--- src/interp_pkg.sv ---
// ==============================
// shift modes, adder FSM states, adder and output select tables
// ==============================

package interp_pkg;

    // v_shift 0/3 -> m0, 1/4 -> m1, the rest -> m2
    typedef enum logic [1:0] {
        shift_m0 = 2'd0,
        shift_m1 = 2'd1,
        shift_m2 = 2'd2
    } shift_mode_t;

    // ============================
    // adder FSM states
    // ============================

    // adder 1, each named after the term it combines
    typedef enum logic [3:0] {
        a1_idle    = 4'b0000,
        a1_e2_2e3  = 4'b0001,
        a1_e2      = 4'b0010,
        a1_2e2     = 4'b0011,
        a1_e2_2e4  = 4'b0100,
        a1_2e2_5e4 = 4'b0101,
        a1_2e3_e1  = 4'b1000,
        a1_2e3     = 4'b1100,
        a1_5e1_2e3 = 4'b1110
    } add1_state_t;

    // adder 2
    typedef enum logic [3:0] {
        a2_idle   = 4'b0000,
        a2_2e1_e3 = 4'b0001,
        a2_2e2_e3 = 4'b0010,
        a2_e1_2e3 = 4'b0011,
        a2_2e2_e4 = 4'b0100,
        a2_5e4    = 4'b0101,
        a2_4e4_e2 = 4'b0111,
        a2_e3     = 4'b1000,
        a2_4e1_e3 = 4'b1010,
        a2_5e1    = 4'b1011
    } add2_state_t;

    // first state out of idle, per mode
    localparam add1_state_t a1_first [3] = '{a1_e2, a1_2e3_e1, a1_2e3};
    localparam add2_state_t a2_first [3] = '{a2_2e1_e3, a2_e3, a2_5e1};

    // ============================
    // select codes
    // ============================

    typedef logic [2:0] add_sel_t;
    localparam add_sel_t add_sel_idle = 3'd7;

    // {a, b} select pairs per state, octal digit per select
    localparam add_sel_t [1:0] a1_sel [16] = '{
        a1_e2: 6'o00, a1_2e2: 6'o10, a1_e2_2e3: 6'o31, a1_e2_2e4: 6'o33,
        a1_2e2_5e4: 6'o22, a1_2e3_e1: 6'o66, a1_2e3: 6'o40, a1_5e1_2e3: 6'o54,
        default: {add_sel_idle, add_sel_idle}
    };
    localparam add_sel_t [1:0] a2_sel [16] = '{
        a2_2e1_e3: 6'o00, a2_e1_2e3: 6'o11, a2_2e2_e3: 6'o30, a2_2e2_e4: 6'o33,
        a2_5e4: 6'o23, a2_4e4_e2: 6'o22, a2_e3: 6'o66, a2_4e1_e3: 6'o44,
        a2_5e1: 6'o14, default: {add_sel_idle, add_sel_idle}
    };

    typedef logic [1:0] out_sel_t;
    typedef logic [11:0] out_seq_t;

    // output mux sequences, low pair first; m0 only fills 10 bits
    localparam out_seq_t h1_seq [3] = '{12'b00_01_11_10_01_01,
                                        12'b10_01_01_00_01_01,
                                        12'b11_10_11_11_00_11};
    localparam out_seq_t h2_seq [3] = '{12'b00_10_11_00_10_01,
                                        12'b00_10_11_10_10_01,
                                        12'b11_00_00_01_00_00};

endpackage

--- src/est_pkg.sv ---
// ==============================
// pilot columns, burst and address widths, multiply FSM states
// ==============================

package est_pkg;

    // default NRS read address width
    localparam int nrs_addr_w_default = 4;

    // pilot cycle count, doubles as multiply memory address
    typedef logic [1:0] burst_cnt_t;

    // demapper column index
    typedef logic [3:0] col_t;

    // reference-signal columns of one subframe, in burst order
    localparam col_t pilot_col [4] = '{4'd5, 4'd6, 4'd12, 4'd13};

    // store writes the products, accumulate adds the second slot into them
    typedef enum logic [1:0] {
        mult_idle  = 2'b00,
        mult_store = 2'b01,
        mult_acc   = 2'b11
    } mult_state_t;

endpackage
--- src/ch_est_ctrl.sv ---
// ==============================
// channel estimator control, three-stage top level
// ==============================

`timescale 1ns/10ps

module ch_est_ctrl #(
    parameter int nrs_addr_w = est_pkg::nrs_addr_w_default
) (
    input  logic                  clk,
    input  logic                  rst,
    input  logic                  demap_ready,
    input  logic                  nrs_gen_ready,
    input  logic [2:0]            v_shift,
    // demapper side
    output logic [3:0]            col,
    output logic [1:0]            nrs_index_addr,
    output logic                  demap_read,
    output logic                  est_ack_nrs,
    output logic                  est_ack_demap,
    output logic [nrs_addr_w-1:0] rd_addr_nrs,
    output logic                  valid_eqlz,
    // multiply and average memories
    output logic [1:0]            addr_mem,
    output logic                  mult_mem_en,
    output logic                  avg_mem_en,
    // interpolation datapath
    output logic                  en_reg_e,
    output logic                  en_reg_2e,
    output logic                  en_reg_5e,
    output logic [2:0]            s1a,
    output logic [2:0]            s1b,
    output logic [2:0]            s2a,
    output logic [2:0]            s2b,
    output logic [1:0]            s_h1,
    output logic [1:0]            s_h2,
    output logic                  s_est,
    output logic [1:0]            shift
);

    import interp_pkg::*;

    shift_mode_t mode;
    logic        sel_load, out_open, out_close;

    assign shift = mode;

    // est_ack_demap doubles as the stage 1 to stage 2 start pulse
    pilot_mult_seq #(.nrs_addr_w(nrs_addr_w)) i_pilot_mult_seq (
        .clk(clk), .rst(rst), .demap_ready(demap_ready), .nrs_gen_ready(nrs_gen_ready),
        .col(col), .nrs_index_addr(nrs_index_addr), .rd_addr_nrs(rd_addr_nrs),
        .demap_read(demap_read), .est_ack_nrs(est_ack_nrs), .mult_mem_en(mult_mem_en),
        .avg_mem_en(avg_mem_en), .est_start(est_ack_demap), .addr_mem(addr_mem)
    );

    adder_sched i_adder_sched (
        .clk(clk), .rst(rst), .est_start(est_ack_demap), .v_shift(v_shift), .mode(mode),
        .s1a(s1a), .s1b(s1b), .s2a(s2a), .s2b(s2b),
        .en_reg_e(en_reg_e), .en_reg_2e(en_reg_2e), .en_reg_5e(en_reg_5e),
        .sel_load(sel_load), .out_open(out_open), .out_close(out_close)
    );

    out_sel_seq i_out_sel_seq (
        .clk(clk), .rst(rst), .mode(mode), .sel_load(sel_load), .out_open(out_open),
        .out_close(out_close), .s_h1(s_h1), .s_h2(s_h2), .s_est(s_est),
        .valid_eqlz(valid_eqlz)
    );

endmodule

--- src/out_sel_seq.sv ---
// ==============================
// stage 3: output select shift registers, valid flag
// ==============================

`timescale 1ns/10ps

module out_sel_seq (
    input  logic                    clk,
    input  logic                    rst,
    input  interp_pkg::shift_mode_t mode,
    input  logic                    sel_load,
    input  logic                    out_open,
    input  logic                    out_close,
    output interp_pkg::out_sel_t    s_h1,
    output interp_pkg::out_sel_t    s_h2,
    output logic                    s_est,
    output logic                    valid_eqlz
);

    import interp_pkg::*;

    out_seq_t h1_sr, h2_sr;

    // window opens and closes one cycle after the pulses
    always_ff @(posedge clk or negedge rst) begin
        if (!rst) begin
            valid_eqlz <= 1'b0;
        end else if (out_close) begin
            valid_eqlz <= 1'b0;
        end else if (out_open) begin
            valid_eqlz <= 1'b1;
        end
    end

    // load mode tables, then one pair per cycle
    always_ff @(posedge clk or negedge rst) begin
        if (!rst) begin
            h1_sr <= '0;
            h2_sr <= '0;
        end else if (sel_load) begin
            h1_sr <= h1_seq[mode];
            h2_sr <= h2_seq[mode];
        end else begin
            h1_sr <= h1_sr >> 2;
            h2_sr <= h2_sr >> 2;
        end
    end

    assign s_h1 = h1_sr[1:0];
    assign s_h2 = h2_sr[1:0];
    // m1 swaps estimate pairs between the two output muxes
    assign s_est = mode[0];

    a_pulse_excl : assert property (@(posedge clk) disable iff (!rst)
        !(out_open && out_close));

endmodule

--- src/adder_sched.sv ---
// ==============================
// stage 2: shift mode decode, two interpolation adder FSMs
// ==============================

`timescale 1ns/10ps

module adder_sched (
    input  logic                    clk,
    input  logic                    rst,
    input  logic                    est_start,
    input  logic [2:0]              v_shift,
    output interp_pkg::shift_mode_t mode,
    output interp_pkg::add_sel_t    s1a,
    output interp_pkg::add_sel_t    s1b,
    output interp_pkg::add_sel_t    s2a,
    output interp_pkg::add_sel_t    s2b,
    output logic                    en_reg_e,
    output logic                    en_reg_2e,
    output logic                    en_reg_5e,
    output logic                    sel_load,
    output logic                    out_open,
    output logic                    out_close
);

    import interp_pkg::*;

    add1_state_t a1_state, a1_next;
    add2_state_t a2_state, a2_next;
    logic        go_1, go_2;
    logic        a1_wait, a2_wait;
    logic        a1_wake;

    always_comb begin
        case (v_shift)
            3'd0, 3'd3: mode = shift_m0;
            3'd1, 3'd4: mode = shift_m1;
            default:    mode = shift_m2;
        endcase
    end

    // adder 1 starts on est_start in m0, otherwise trails adder 2
    always_comb begin
        case (mode)
            shift_m0: a1_wake = est_start;
            shift_m1: a1_wake = (a2_state == a2_4e1_e3);
            default:  a1_wake = (a2_state == a2_5e1);
        endcase
    end

    // ============================
    // state registers, go delays
    // ============================

    // a go wait holds its state exactly two cycles
    assign a1_wait = (mode != shift_m1 && a1_state == a1_e2_2e3) || a1_state == a1_5e1_2e3;
    assign a2_wait = (mode != shift_m0) && (a2_state == a2_2e1_e3);

    always_ff @(posedge clk or negedge rst) begin
        if (!rst) begin
            a1_state <= a1_idle;
            a2_state <= a2_idle;
            go_1     <= 1'b0;
            go_2     <= 1'b0;
        end else begin
            a1_state <= a1_next;
            a2_state <= a2_next;
            go_1     <= !go_1 && a1_wait;
            go_2     <= !go_2 && a2_wait;
        end
    end

    // ============================
    // next state
    // ============================

    always_comb begin
        case (a1_state)
            a1_idle:    a1_next = a1_wake ? a1_first[mode] : a1_idle;
            a1_e2:      a1_next = (mode == shift_m1) ? a1_e2_2e4 : a1_2e2;
            a1_2e2:     a1_next = a1_e2_2e3;
            a1_e2_2e3: begin
                // no wait here in m1
                if (mode == shift_m1) begin
                    a1_next = a1_e2;
                end else begin
                    a1_next = go_1 ? a1_e2_2e4 : a1_e2_2e3;
                end
            end
            a1_e2_2e4:  a1_next = (mode == shift_m0) ? a1_2e2_5e4 : a1_idle;
            a1_2e2_5e4: a1_next = a1_idle;
            a1_2e3_e1:  a1_next = a1_e2_2e3;
            a1_2e3:     a1_next = a1_5e1_2e3;
            a1_5e1_2e3: a1_next = go_1 ? a1_2e3_e1 : a1_5e1_2e3;
            default:    a1_next = a1_idle;
        endcase
    end

    always_comb begin
        case (a2_state)
            a2_idle:   a2_next = est_start ? a2_first[mode] : a2_idle;
            a2_2e1_e3: begin
                if (mode == shift_m0) begin
                    a2_next = a2_e1_2e3;
                end else begin
                    a2_next = go_2 ? a2_2e2_e3 : a2_2e1_e3;
                end
            end
            a2_e1_2e3: a2_next = a2_2e2_e3;
            a2_2e2_e3: a2_next = a2_2e2_e4;
            // schedule tail differs per mode
            a2_2e2_e4: a2_next = (mode == shift_m0) ? a2_5e4 :
                                 (mode == shift_m1) ? a2_4e4_e2 : a2_idle;
            a2_5e4:    a2_next = a2_4e4_e2;
            a2_e3:     a2_next = a2_4e1_e3;
            a2_4e1_e3: a2_next = a2_2e1_e3;
            a2_5e1:    a2_next = a2_e3;
            default:   a2_next = a2_idle;
        endcase
    end

    // ============================
    // selects, enables, stage 3 pulses
    // ============================

    assign {s1a, s1b} = a1_sel[a1_state];
    assign {s2a, s2b} = a2_sel[a2_state];

    // negated single, negated double, five-times estimate registers
    assign en_reg_e  = (a1_state == a1_e2) || (mode == shift_m2 && a2_state == a2_e3);
    assign en_reg_2e = (a1_state == a1_2e2) || (a1_state == a1_2e3) ||
                       (mode == shift_m1 && a2_state == a2_e3);
    assign en_reg_5e = (a2_state == a2_5e4) || (a2_state == a2_5e1);

    // first output lands the cycle after, same cycle valid rises
    assign sel_load  = (mode == shift_m0 && a1_state == a1_e2) || (a2_state == a2_e3);
    assign out_open  = sel_load;
    assign out_close = (mode != shift_m2 && a2_state == a2_4e4_e2) ||
                       (mode == shift_m2 && a1_state == a1_e2_2e4);

    a_state_legal : assert property (@(posedge clk) disable iff (!rst)
        a1_state inside {a1_idle, a1_e2_2e3, a1_e2, a1_2e2, a1_e2_2e4, a1_2e2_5e4,
                         a1_2e3_e1, a1_2e3, a1_5e1_2e3} &&
        a2_state inside {a2_idle, a2_2e1_e3, a2_2e2_e3, a2_e1_2e3, a2_2e2_e4, a2_5e4,
                         a2_4e4_e2, a2_e3, a2_4e1_e3, a2_5e1});

    // burst spacing in stage 1 must cover the longest schedule
    a_start_idle : assert property (@(posedge clk) disable iff (!rst)
        est_start |-> a2_state == a2_idle);

endmodule

--- src/pilot_mult_seq.sv ---
// ==============================
// stage 1: store/accumulate burst FSM, pilot and memory addresses
// ==============================

`timescale 1ns/10ps

module pilot_mult_seq #(
    parameter int nrs_addr_w = 4
) (
    input  logic                  clk,
    input  logic                  rst,
    input  logic                  demap_ready,
    input  logic                  nrs_gen_ready,
    output est_pkg::col_t         col,
    output logic [1:0]            nrs_index_addr,
    output logic [nrs_addr_w-1:0] rd_addr_nrs,
    output logic                  demap_read,
    output logic                  est_ack_nrs,
    output logic                  mult_mem_en,
    output logic                  avg_mem_en,
    output logic                  est_start,
    output est_pkg::burst_cnt_t   addr_mem
);

    import est_pkg::*;

    mult_state_t state, state_next;
    burst_cnt_t  cnt;
    burst_cnt_t  col_idx;
    logic        first_slot;
    logic        busy;

    // ============================
    // burst FSM
    // ============================

    // burst ends on odd count, so every burst is two cycles
    always_comb begin
        state_next = state;
        case (state)
            mult_idle: begin
                if (demap_ready && nrs_gen_ready) begin
                    state_next = first_slot ? mult_store : mult_acc;
                end
            end
            mult_store, mult_acc: begin
                if (cnt[0]) begin
                    state_next = mult_idle;
                end
            end
            default: state_next = mult_idle;
        endcase
    end

    always_ff @(posedge clk or negedge rst) begin
        if (!rst) begin
            state          <= mult_idle;
            cnt            <= '0;
            col_idx        <= '0;
            nrs_index_addr <= '0;
            rd_addr_nrs    <= '0;
            first_slot     <= 1'b1;
        end else begin
            state <= state_next;
            if (busy) begin
                cnt            <= cnt + 2'd1;
                nrs_index_addr <= nrs_index_addr + 2'd1;
                // two NRS words per pilot
                rd_addr_nrs    <= rd_addr_nrs + nrs_addr_w'(2);
                // next pilot column after each odd count
                if (cnt[0]) begin
                    col_idx <= col_idx + 2'd1;
                end
                // second burst of a slot done, swap store/accumulate
                if (cnt == 2'd3) begin
                    first_slot <= !first_slot;
                end
            end
        end
    end

    // ============================
    // outputs
    // ============================

    assign mult_mem_en = (state == mult_store);
    assign avg_mem_en  = (state == mult_acc);
    assign busy        = mult_mem_en || avg_mem_en;
    assign demap_read  = busy;
    assign est_ack_nrs = busy;
    assign addr_mem    = cnt;
    assign col         = pilot_col[col_idx];
    // third averaged estimate written on this cycle
    assign est_start   = avg_mem_en && (cnt == 2'd2);

    a_mem_en_excl : assert property (@(posedge clk) disable iff (!rst)
        !(mult_mem_en && avg_mem_en));

    // start pulse sits inside the second accumulate burst
    a_start_in_acc : assert property (@(posedge clk) disable iff (!rst)
        est_start |-> avg_mem_en ##1 (avg_mem_en && addr_mem == 2'd3));

endmodule

--- config.mk ---
export PLATFORM = sky130hd
export DESIGN_NAME = ch_est_ctrl
export DESIGN_NICKNAME = d
export VERILOG_FILES = /design/src/interp_pkg.sv /design/src/est_pkg.sv /design/src/ch_est_ctrl.sv /design/src/out_sel_seq.sv /design/src/adder_sched.sv /design/src/pilot_mult_seq.sv
export SDC_FILE = /design/constraint.sdc
export NUM_CORES = 1
export LEC_CHECK = 0
export ABC_AREA = 1
export BUFFER_PORTS_ARGS = -buffer_cell sky130_fd_sc_hd__buf_2
export CAP_MARGIN = 20
export CORE_UTILIZATION = 30
export CTS_CLUSTER_DIAMETER = 30
export CTS_CLUSTER_SIZE = 14
export DETAILED_ROUTE_END_ITERATION = 7
export PLACE_DENSITY = 0.52
export SLEW_MARGIN = 40
export SYNTH_ARGS = -nofsm -noshare
export SYNTH_HDL_FRONTEND = slang
export SYNTH_SLANG_ARGS = --single-unit
--- constraint.sdc ---
create_clock -name clk -period 1.4 [get_ports clk]
set_input_delay 0.28 -clock clk [delete_from_list [all_inputs] [get_ports clk]]
set_output_delay 0.28 -clock clk [all_outputs]
set_load 0.02 [all_outputs]
==> run_results.csv, run 1 <==
group,metric,value,unit
logic_synthesis,synth_nets,302,
setup_path,cpPeakStageDelay,0.43,ns
setup_path,path_delay_family,"flip-flops",
setup_path,r2r_cells,8,
setup_path,cp.depth,7,
cts,cts_tree,"done",
die,core-area,7690,um^2
setup_path,worst-path-buf-inv,3,
placement,placed_area,2850,um^2
power_and_ir_drop,p_seq_share,28.2,%
die,initial_core_util,30.8,%
die,die_w,90.9,um
cells_and_area,final_cell_mix,"nand2_1, dfrtp_1, buf_4",
cells_and_area,n_antenna_cell,0,
sta,whs,0.269,ns
min_path,hp-class,"primary input to flop",
power_and_ir_drop,power.leakage,1.88,nW
power_and_ir_drop,ir_drop,0.974,mV
grt,globalRouteOverflowTotal,0,
logic_synthesis,ys_seq_elements,44,
route,drtAntennaViolNets,0,
die,die_h,90.9,um
logic_synthesis,ys_types,33,
power_and_ir_drop,share_comb_of_total_power,58.0,%
sta,fin_crit_sh,126,%
sta,slew_violations,0,
setup_path,path_cells,"inv_2 > ha_4 > nand2_8 > nor2_4 > inv_2 > nand2_2 > buf_6",
cts,root_buffer,"clkbuf_8",
power_and_ir_drop,switching_share,42.2,%
flow_run,cap_violations,0,
cts,worstSkewPairLatency,0.29,ns
setup_path,critical_path.most_common_cell,"inv_2",
power_and_ir_drop,pwr-share-clk,13.8,%
die,ios,47,
logic_synthesis,mappedNetlistArea,2370,um^2
setup_path,rrSetupSlack,-0.01,ns
sta,fmax,0.566,GHz
grt,grt_pass1_wl,9070,um
cts,cts.path.max_buffers,2,
route,dr.pass1.iters,4,
setup_path,endpoint,"en_reg_e",
route,drtIter0Drc,94,
cells_and_area,final_common_cell,"nand2_1",
logic_synthesis,ys_seq_area_share,46.5,%
power_and_ir_drop,p_switching,2.94,mW
cts,htreeDepth,2,
logic_synthesis,syn_inst,286,
setup_path,rr_startpoint,"i_adder_sched.a2_state[0]",
route,wl_per_cell,11.8,um
placement,finalWeightedCongestion,0.832,
setup_path,worstSetupStartpoint,"i_adder_sched.a2_state[0]",
grt,first_global_vias,2011,
sta,setup_tns,-3.95,ns
placement,dp_hpwl,3700,um
logic_synthesis,yosysTopAreaCell,"dfrtp_1",
route,num_vias,2062,
cells_and_area,final_nets,381,
cells_and_area,design_area,3520,um^2
sta,finalHoldViolCount,0,
cells_and_area,syn2layout_area_growth,48.5,%
setup_path,path_max_fanout,5,
logic_synthesis,avgSynthCellArea,8.29,um^2
logic_synthesis,synthTopCellsByArea,"dfrtp_1, nand2_1, inv_1",
sta,finClkSkew,0.00522,ns
setup_path,cp-end-kind,"primary output",
sta,finalCriticalPeriod,1.77,ns
cts,clkTransAtPathRegs,0.08,ns
logic_synthesis,ys_async_sr_fraction,100,%
die,rows,32,
logic_synthesis,synth_top_area_share,45.4,%
grt,grt_max_degree,45,
route,drc,0,
placement,port_buffers,44,
grt,grtUsageTotal,13.6,%
outcome,status,"finished with violations",
setup_path,slowest_stage,"dfrtp_1",
cts,cts_buffers,5,
power_and_ir_drop,p_per_area,1980,nW/um^2
setup_path,r2r_end,"i_adder_sched.a2_state[2]",
logic_synthesis,yosys_most_used_dff,"dfrtp_1",
logic_synthesis,synth_edf_count,0,
sta,setup_ws,-0.366,ns
setup_path,start_kind,"flop",
die,die_area,8260,um^2
setup_path,worstPathArrival,1.49,ns
cts,cts.sink_count,44,
sta,rsz0062_at_grt,"yes",
cells_and_area,final_util,45.8,%
setup_path,critPathRequiredTime,1.12,ns
cells_and_area,drive_gt1_share,48.6,%
setup_path,worstSetupPathType,"flop to primary output",
power_and_ir_drop,intPower,4.02,mW
route,vias_per_cell,4.41,
route,drt_wl_total,5520,um
logic_synthesis,yosys_warnings,0,
sta,finalSetupViolCount,16,
outcome,violations,"negative setup slack",
grt,antenna_found_initial,0,
## synthesized netlist by cell type (2+ instances only)
master,instances
nand2_1,77
dfrtp_1,43
inv_1,37
nor2_1,24
nand3_1,22
o21ai_0,12
buf_4,11
ha_1,9
buf_6,4
a21oi_1,3
inv_2,3
nand2_4,3
nor2_4,3
nor3_1,3
o22ai_1,3
xnor2_1,3
xor2_1,3
conb_1,2
nand2_2,2
nand3_2,2
nor2_2,2
o211ai_1,2
o21bai_1,2
or2_2,2
## stage by stage
| stage | setup WS (ns) | std cells | total power [mW] |
|---|---|---|---|
| global placement | -0.0337 | 444 | 4.86 |
| floorplan | 0.00486 | 286 | 4.03 |
| finish | -0.366 | 468 | 6.96 |
| detailed placement | -0.0617 | 444 | 4.89 |
| global route | -0.429 | 468 | 7.45 |
| CTS | -0.366 | 463 | 6.48 |
## area by class of cell
class	instances	area [um^2]
Sequential cell	44	1110
Clock inverter	2	35.0
Fill cell	756	4170
Tap cell	102	128
Multi-Input combinational cell	185	1290
Clock buffer	6	72.6
Inverter	40	163
Timing Repair Buffer	89	727
## worst min path at each step
stage,startpoint,endpoint,slack [ns],cells after the start
6_report,demap_ready,i_pilot_mult_seq.state[0],0.27,3
5_1_grt,demap_ready,i_pilot_mult_seq.state[0],0.30,3
4_1_cts,demap_ready,i_pilot_mult_seq.state[0],0.26,3
3_5_place_dp,rst,i_pilot_mult_seq.rd_addr_nrs[1],0.28,2
3_3_place_gp,rst,i_pilot_mult_seq.rd_addr_nrs[1],0.28,2
2_1_floorplan,rst,i_adder_sched.a1_state[0],-0.02,0
## metal layers
metal	vias to the layer above	routed length, um	global-route usage, %
met5	-	0	0
met4	0	75	4.76
met3	7	166	2.36
met2	47	2700	21.9
met1	976	2580	18.4
li1	1032	-	-
## flip-flops by register name (all words and copies together), names as in the netlist
register,cells
i_out_sel_seq.h2_sr,9
i_pilot_mult_seq.rd_addr_nrs,3
i_pilot_mult_seq.state,2
i_pilot_mult_seq.nrs_index_addr,2
i_pilot_mult_seq.col_idx,2
i_out_sel_seq.h1_sr,12
i_adder_sched.go_2,1
i_adder_sched.go_1,1
i_pilot_mult_seq.addr_mem,2
i_adder_sched.a2_state,4
i_adder_sched.a1_state,4
i_pilot_mult_seq.first_slot,1
i_out_sel_seq.valid_eqlz,1
## power groups by stage
stage / Sequential [mW] / Clock [mW] / Combinational, mW
6_report: 1.96 / 0.957 / 4.04
3_5_place_dp: 1.95 / 0 / 2.94
2_1_floorplan: 2.06 / 0 / 1.97
5_1_grt: 2.02 / 1.05 / 4.38
4_1_cts: 1.94 / 0.997 / 3.55
3_3_place_gp: 1.94 / 0 / 2.92
## worst min-delay path, stage by stage
cell and delay, ns:
buf_2 0.10, nand4_1 0.10, nand2_1 0.05
## cell families after synthesis
family                     count (synthesis)  share of synthesized area, %
AOI/OAI and AO/OA                         25                          6.23
xor gates and xnor gates                   6                          2.22
DFF                                       44                          46.5
and+or+nand+nor                          143                          27.9
other                                      2                         0.317
buffers and inverters                     57                          12.1
adders and majority gates                  9                          4.75
## what timing repair did
action | 4_1_cts | 5_1_grt
setup buffers | 11 | 7
pin swaps | 10 | 22
resized for setup | 60 | 66
endpoints found under the hold margin | 43 | 0
setup endpoints to repair | 18 | 39
hold buffers | 1 | 0
cloned | 0 | 1
No activity file was read; power rests on OpenSTA's default activity.
==> inputs of run 2 (changes only) <==
--- a/config.mk
+++ b/config.mk
@@ -8,6 +8,7 @@
 export ABC_AREA = 1
 export BUFFER_PORTS_ARGS = -buffer_cell sky130_fd_sc_hd__buf_2
 export CAP_MARGIN = 20
+export CORE_ASPECT_RATIO = 0.75
 export CORE_UTILIZATION = 30
 export CTS_CLUSTER_DIAMETER = 30
 export CTS_CLUSTER_SIZE = 14
==> run 2 against run 1 <==
The run still ends with negative setup slack left. Via count is 0.48% lower. Worst setup slack better by 0.035 ns. Combinational power is 3% higher. Final area is 1.1% lower. Die area hardly changed. Critical path depth stayed put.
==> run_results.csv, run 2 (same netlist as run 1, synthesis figures left out) <==
group,metric,value,unit
die,initial_core_util,31.6,%
setup_path,r2r_cells,7,
setup_path,critPathRequiredTime,1.12,ns
sta,finalHoldViolCount,0,
die,ios,47,
cells_and_area,drive_gt1_share,47.6,%
route,drc,0,
cts,clkTransAtPathRegs,0.08,ns
min_path,hp-class,"primary input to flop",
setup_path,r2r_end,"i_out_sel_seq.h1_sr[6]",
setup_path,worstPathArrival,1.45,ns
grt,grt_max_degree,21,
die,die_area,8260,um^2
setup_path,slowest_stage,"dfrtp_1",
setup_path,critical_path.most_common_cell,"inv_2",
setup_path,start_kind,"flop",
outcome,violations,"negative setup slack",
cells_and_area,syn2layout_area_growth,46.8,%
setup_path,worstSetupPathType,"flop to primary output",
cells_and_area,top_register,"i_out_sel_seq.h1_sr",
cells_and_area,final_cell_mix,"nand2_1, dfrtp_1, buf_4",
cells_and_area,top_regs,"i_out_sel_seq.h1_sr x12, i_out_sel_seq.h2_sr x9",
grt,grt_pass1_wl,9320,um
placement,port_buffers,44,
placement,dpl.cell_count,444,
sta,slew_violations,0,
route,vias_per_cell,4.38,
route,drtAntennaViolNets,0,
route,wl_per_cell,12.4,um
setup_path,path_cells,"inv_2 > ha_4 > inv_2 > nor2_2 > a21oi_2 > a21boi_2 > buf_4",
sta,whs,0.267,ns
cts,cts.path.max_buffers,2,
min_path,min_to,"i_pilot_mult_seq.state[0]",
sta,fin_crit_sh,124,%
setup_path,cp-end-kind,"primary output",
min_path,min_from,"demap_ready",
sta,setup_ws,-0.331,ns
cts,cts_buffers,5,
power_and_ir_drop,power.total,7.11,mW
sta,finClkSkew,0.00640,ns
sta,rsz0062_at_grt,"yes",
die,rows,27,
grt,globalRouteOverflowTotal,0,
sta,fmax,0.578,GHz
setup_path,cpPeakStageDelay,0.42,ns
route,drtIter0Drc,52,
placement,dp_hpwl,3970,um
route,drt_wl_total,5810,um
min_path,min_path_cells,3,
power_and_ir_drop,power.leakage,1.88,nW
power_and_ir_drop,ir_drop,0.985,mV
route,num_vias,2052,
cts,root_buffer,"clkbuf_8",
route,dr.pass1.iters,4,
sta,finalCriticalPeriod,1.73,ns
cells_and_area,final_nets,383,
die,die_w,105,um
outcome,status,"finished with violations",
cells_and_area,final_common_cell,"nand2_1",
setup_path,path_max_fanout,4,
flow_run,cap_violations,0,
die,core-area,7500,um^2
cells_and_area,n_antenna_cell,0,
grt,first_global_vias,1962,
sta,finalSetupViolCount,17,
cells_and_area,fillCellCount,738,
grt,grtUsageTotal,14.4,%
cts,htreeDepth,2,
setup_path,rr_startpoint,"i_adder_sched.a1_state[1]",
sta,setup_tns,-4.00,ns
placement,placed_area,2860,um^2
cts,cts_tree,"done",
die,die_h,79.0,um
cts,cts.sink_count,44,
cells_and_area,final_cells,469,
cells_and_area,largest_reg_flops,12,
cts,worstSkewPairLatency,0.30,ns
power_and_ir_drop,p_per_area,2040,nW/um^2
grt,antenna_found_initial,0,
placement,finalWeightedCongestion,0.819,
cells_and_area,design_area,3480,um^2
setup_path,rrSetupSlack,-0.07,ns
run 2: cell types whose count changed in the layout (fill, tap and decap cells not counted), sizes merged:
cell and change:
buf +3, clkbuf -2, clkinvlp +1
run 2: where the power goes:
| group | internal, mW | switching (mW) |
|---|---|---|
| Sequential | 1.68 | 0.301 |
| Clock | 0.528 | 0.442 |
| Combinational | 1.91 | 2.25 |
| Total | 4.12 | 2.99 |
run 2: critical path: cells and delay by family (launching register included):
kind / cells / cell delay [ns]
flops: 1 / 0.42
buf+inv: 3 / 0.32
fa+ha+maj: 1 / 0.17
compound gates: 2 / 0.17
simple gates: 1 / 0.09
run 2: how the worst max path moves through the flow:
stage,cells after the start,to,start
finish,7,s2a[2],i_adder_sched.a2_state[0]
global placement,6,s2b[0],i_adder_sched.a2_state[0]
detailed placement,6,s2b[0],i_adder_sched.a2_state[0]
global route,5,en_reg_5e,i_adder_sched.a2_state[1]
floorplan,7,en_reg_e,i_adder_sched.a2_state[0]
CTS,7,en_reg_e,i_adder_sched.a2_state[0]
run 2: per-stage QoR:
step,setup slack [ns],utilization (%)
2_1_floorplan,0.00486,-
3_3_place_gp,-0.0526,38.1
3_5_place_dp,-0.0841,38.1
4_1_cts,-0.346,42.4
5_1_grt,-0.435,46.4
6_report,-0.331,46.4
run 2: per-layer routing:
metal | up-vias | track usage [%] | wire length (um)
met5 | - | 0 | 0
met4 | 0 | 2.96 | 24
met3 | 4 | 3.28 | 178
met2 | 36 | 22.6 | 2700
met1 | 970 | 20.2 | 2900
li1 | 1042 | - | -
run 2: cell type report:
type                            count  area (um^2)  area share, %
Timing Repair Buffer               91          728           20.9
Inverter                           40          160           4.60
Tap cell                          101          126           3.63
Clock inverter                      3         42.5           1.22
Sequential cell                    44         1110           31.8
Clock buffer                        5         68.8           1.98
Multi-Input combinational cell    185         1250           35.9
run 2: what timing repair did:
item                                   in CTS  in global routing
hold buffers                                1                  0
resized for setup                          53                 63
setup endpoints to repair                  21                 42
endpoints found under the hold margin      16                  0
buffers inserted                            7                 11
pin swaps                                  10                 19
cloned                                      0                  0
==> inputs of run 3 (changes only) <==
--- a/config.mk
+++ b/config.mk
@@ -9,7 +9,9 @@
 export BUFFER_PORTS_ARGS = -buffer_cell sky130_fd_sc_hd__buf_2
 export CAP_MARGIN = 20
 export CORE_ASPECT_RATIO = 0.75
+export CORE_MARGIN = 2
 export CORE_UTILIZATION = 30
+export CTS_BUF_LIST = sky130_fd_sc_hd__clkbuf_4
 export CTS_CLUSTER_DIAMETER = 30
 export CTS_CLUSTER_SIZE = 14
 export DETAILED_ROUTE_END_ITERATION = 7
==> run 3 against run 2 <==
The flow still finishes with violations (negative setup slack). Utilization shrank 0.90 points. Sequential share of layout area is 0.49 points lower. Routed wire length shrank 1.9%. Final area increased by 1.7%. Sequential power about the same. Total power is 3.3% lower. Hold slack worse by 0.051 ns. Critical path depth unchanged. Final cell count is 1.7% higher. Worst setup slack worse by 0.077 ns. Clock power down 38%. Critical path type unchanged. Critical endpoint is now en_reg_e. Largest cell class unchanged.
==> run_results.csv, run 3 (same netlist as run 1, synthesis figures left out) <==
group,metric,value,unit
power_and_ir_drop,pwr-share-clk,8.8,%
grt,grt_use_met1,18.6,%
setup_path,rr_startpoint,"i_adder_sched.a1_state[1]",
power_and_ir_drop,ir_drop,1.00,mV
grt,antenna_found_initial,0,
route,drtAntennaViolNets,0,
route,wl_per_cell,11.9,um
sta,finalHoldViolCount,0,
sta,whs,0.216,ns
sta,rsz0062_at_grt,"yes",
cells_and_area,drive_gt1_share,50.0,%
setup_path,critPathRequiredTime,1.12,ns
cts,cts_tree,"done",
placement,finalWeightedCongestion,0.839,
sta,setup_tns,-5.18,ns
min_path,hp-class,"primary input to flop",
sta,setup_ws,-0.408,ns
cts,clkTransAtPathRegs,0.13,ns
cts,cts_buffers,5,
sta,finalSetupViolCount,19,
grt,grtUsageMet3,3.21,%
min_path,min_from,"demap_ready",
grt,grt_pass1_wl,9180,um
die,die_area,8630,um^2
placement,dp_hpwl,3970,um
cells_and_area,largest_reg_flops,12,
placement,placed_area,2850,um^2
placement,port_buffers,44,
cts,cts.sink_count,44,
sta,finalCriticalPeriod,1.81,ns
grt,grtUsageTotal,13.5,%
cells_and_area,top_register,"i_out_sel_seq.h1_sr",
cells_and_area,final_util,45.5,%
die,die_w,107,um
setup_path,start_kind,"flop",
power_and_ir_drop,p_per_area,1940,nW/um^2
grt,globalRouteOverflowTotal,0,
outcome,status,"finished with violations",
sta,slew_violations,0,
sta,finClkSkew,0.00596,ns
power_and_ir_drop,intPower,3.92,mW
power_and_ir_drop,switching_share,43.0,%
power_and_ir_drop,power.leakage,1.87,nW
setup_path,worstSetupStartpoint,"i_adder_sched.a2_state[1]",
cells_and_area,syn2layout_area_growth,49.3,%
sta,fmax,0.553,GHz
route,drtIter0Drc,46,
route,drt_wl_total,5700,um
cts,root_buffer,"clkbuf_4",
route,dr.pass1.iters,5,
cells_and_area,design_area,3540,um^2
outcome,violations,"negative setup slack",
route,num_vias,2065,
placement,dp_slack,-0.0738,ns
setup_path,cp-end-kind,"primary output",
cells_and_area,final_nets,387,
grt,grt_max_degree,35,
cells_and_area,n_antenna_cell,0,
cells_and_area,top_regs,"i_out_sel_seq.h1_sr x12, i_out_sel_seq.h2_sr x9",
grt,top_usage_layer,"met2",
sta,fin_crit_sh,129,%
die,ios,47,
cts,htreeDepth,2,
route,drc,0,
route,vias_per_cell,4.33,
cells_and_area,final_common_cell,"nand2_1",
cts,worstSkewPairLatency,0.34,ns
grt,use_met2,22.0,%
power_and_ir_drop,share_comb_of_total_power,62.5,%
setup_path,path_max_fanout,6,
power_and_ir_drop,p_seq_share,28.8,%
power_and_ir_drop,p_switching,2.95,mW
grt,first_global_vias,1937,
setup_path,worstSetupPathType,"flop to primary output",
die,rows,28,
die,core-area,7780,um^2
cts,cts.path.max_buffers,2,
flow_run,cap_violations,0,
die,die_h,81.0,um
cells_and_area,final_cell_mix,"nand2_1, buf_4, dfrtp_1",
die,initial_core_util,30.5,%
setup_path,worstPathArrival,1.53,ns
==> run 3: worst paths after layout <==
path / depth (start not counted) / endpoint / slack, ns
max in group asynchronous: 3 / i_pilot_mult_seq.first_slot / 0.55
max reg2reg: 7 / i_out_sel_seq.h1_sr[6] / -0.03
max: 7 / en_reg_e / -0.41
min: 3 / i_pilot_mult_seq.state[0] / 0.22
min reg2reg: 1 / i_out_sel_seq.h1_sr[0] / 0.45
min in group asynchronous: 2 / i_out_sel_seq.h1_sr[0] / 0.33
==> run 3: timing repair <==
action	4_1_cts	5_1_grt
cloned	0	0
pin swaps	10	13
buffers inserted	15	8
hold endpoints to repair	10	0
resized for setup	79	50
setup endpoints to repair	24	41
hold buffers	1	0
==> run 3: power groups by stage <==
stage,registers (mW),logic (mW),clock network [mW]
6_report,1.98,4.30,0.602
5_1_grt,2.03,4.66,0.711
4_1_cts,1.95,3.86,0.657
3_5_place_dp,1.95,2.99,0
3_3_place_gp,1.95,2.95,0
2_1_floorplan,2.06,1.97,0
==> run 3: worst max-delay path, cell delays in order (launching register included) <==
cell and delay [ns]:
dfrtp_1 0.44, inv_2 0.12, ha_4 0.16, nand2_4 0.11, nor2_4 0.12, inv_2 0.05, nand2_2 0.06, buf_4 0.13
==> run 3: through the flow <==
stage | power [mW] | cells
after floorplan | 4.03 | 286
after global placement | 4.90 | 445
after detailed placement | 4.94 | 445
after CTS | 6.47 | 469
after global routing | 7.40 | 477
final | 6.88 | 477
==> run 3: metal layers <==
metal | vias up | part of all wire, %
li1 | 1056 | -
met1 | 967 | 49
met2 | 38 | 47
met3 | 4 | 3.6
met4 | 0 | 0.44
met5 | - | 0
==> run 3: layout make-up <==
class | instances | area, um^2
fill | 776 | 4240
tap | 105 | 131
multi-input combinational | 185 | 1290
sequential | 44 | 1110
clock inverter | 2 | 11.3
inverter | 40 | 158
timing repair buffer | 95 | 800
clock buffer | 6 | 45.0
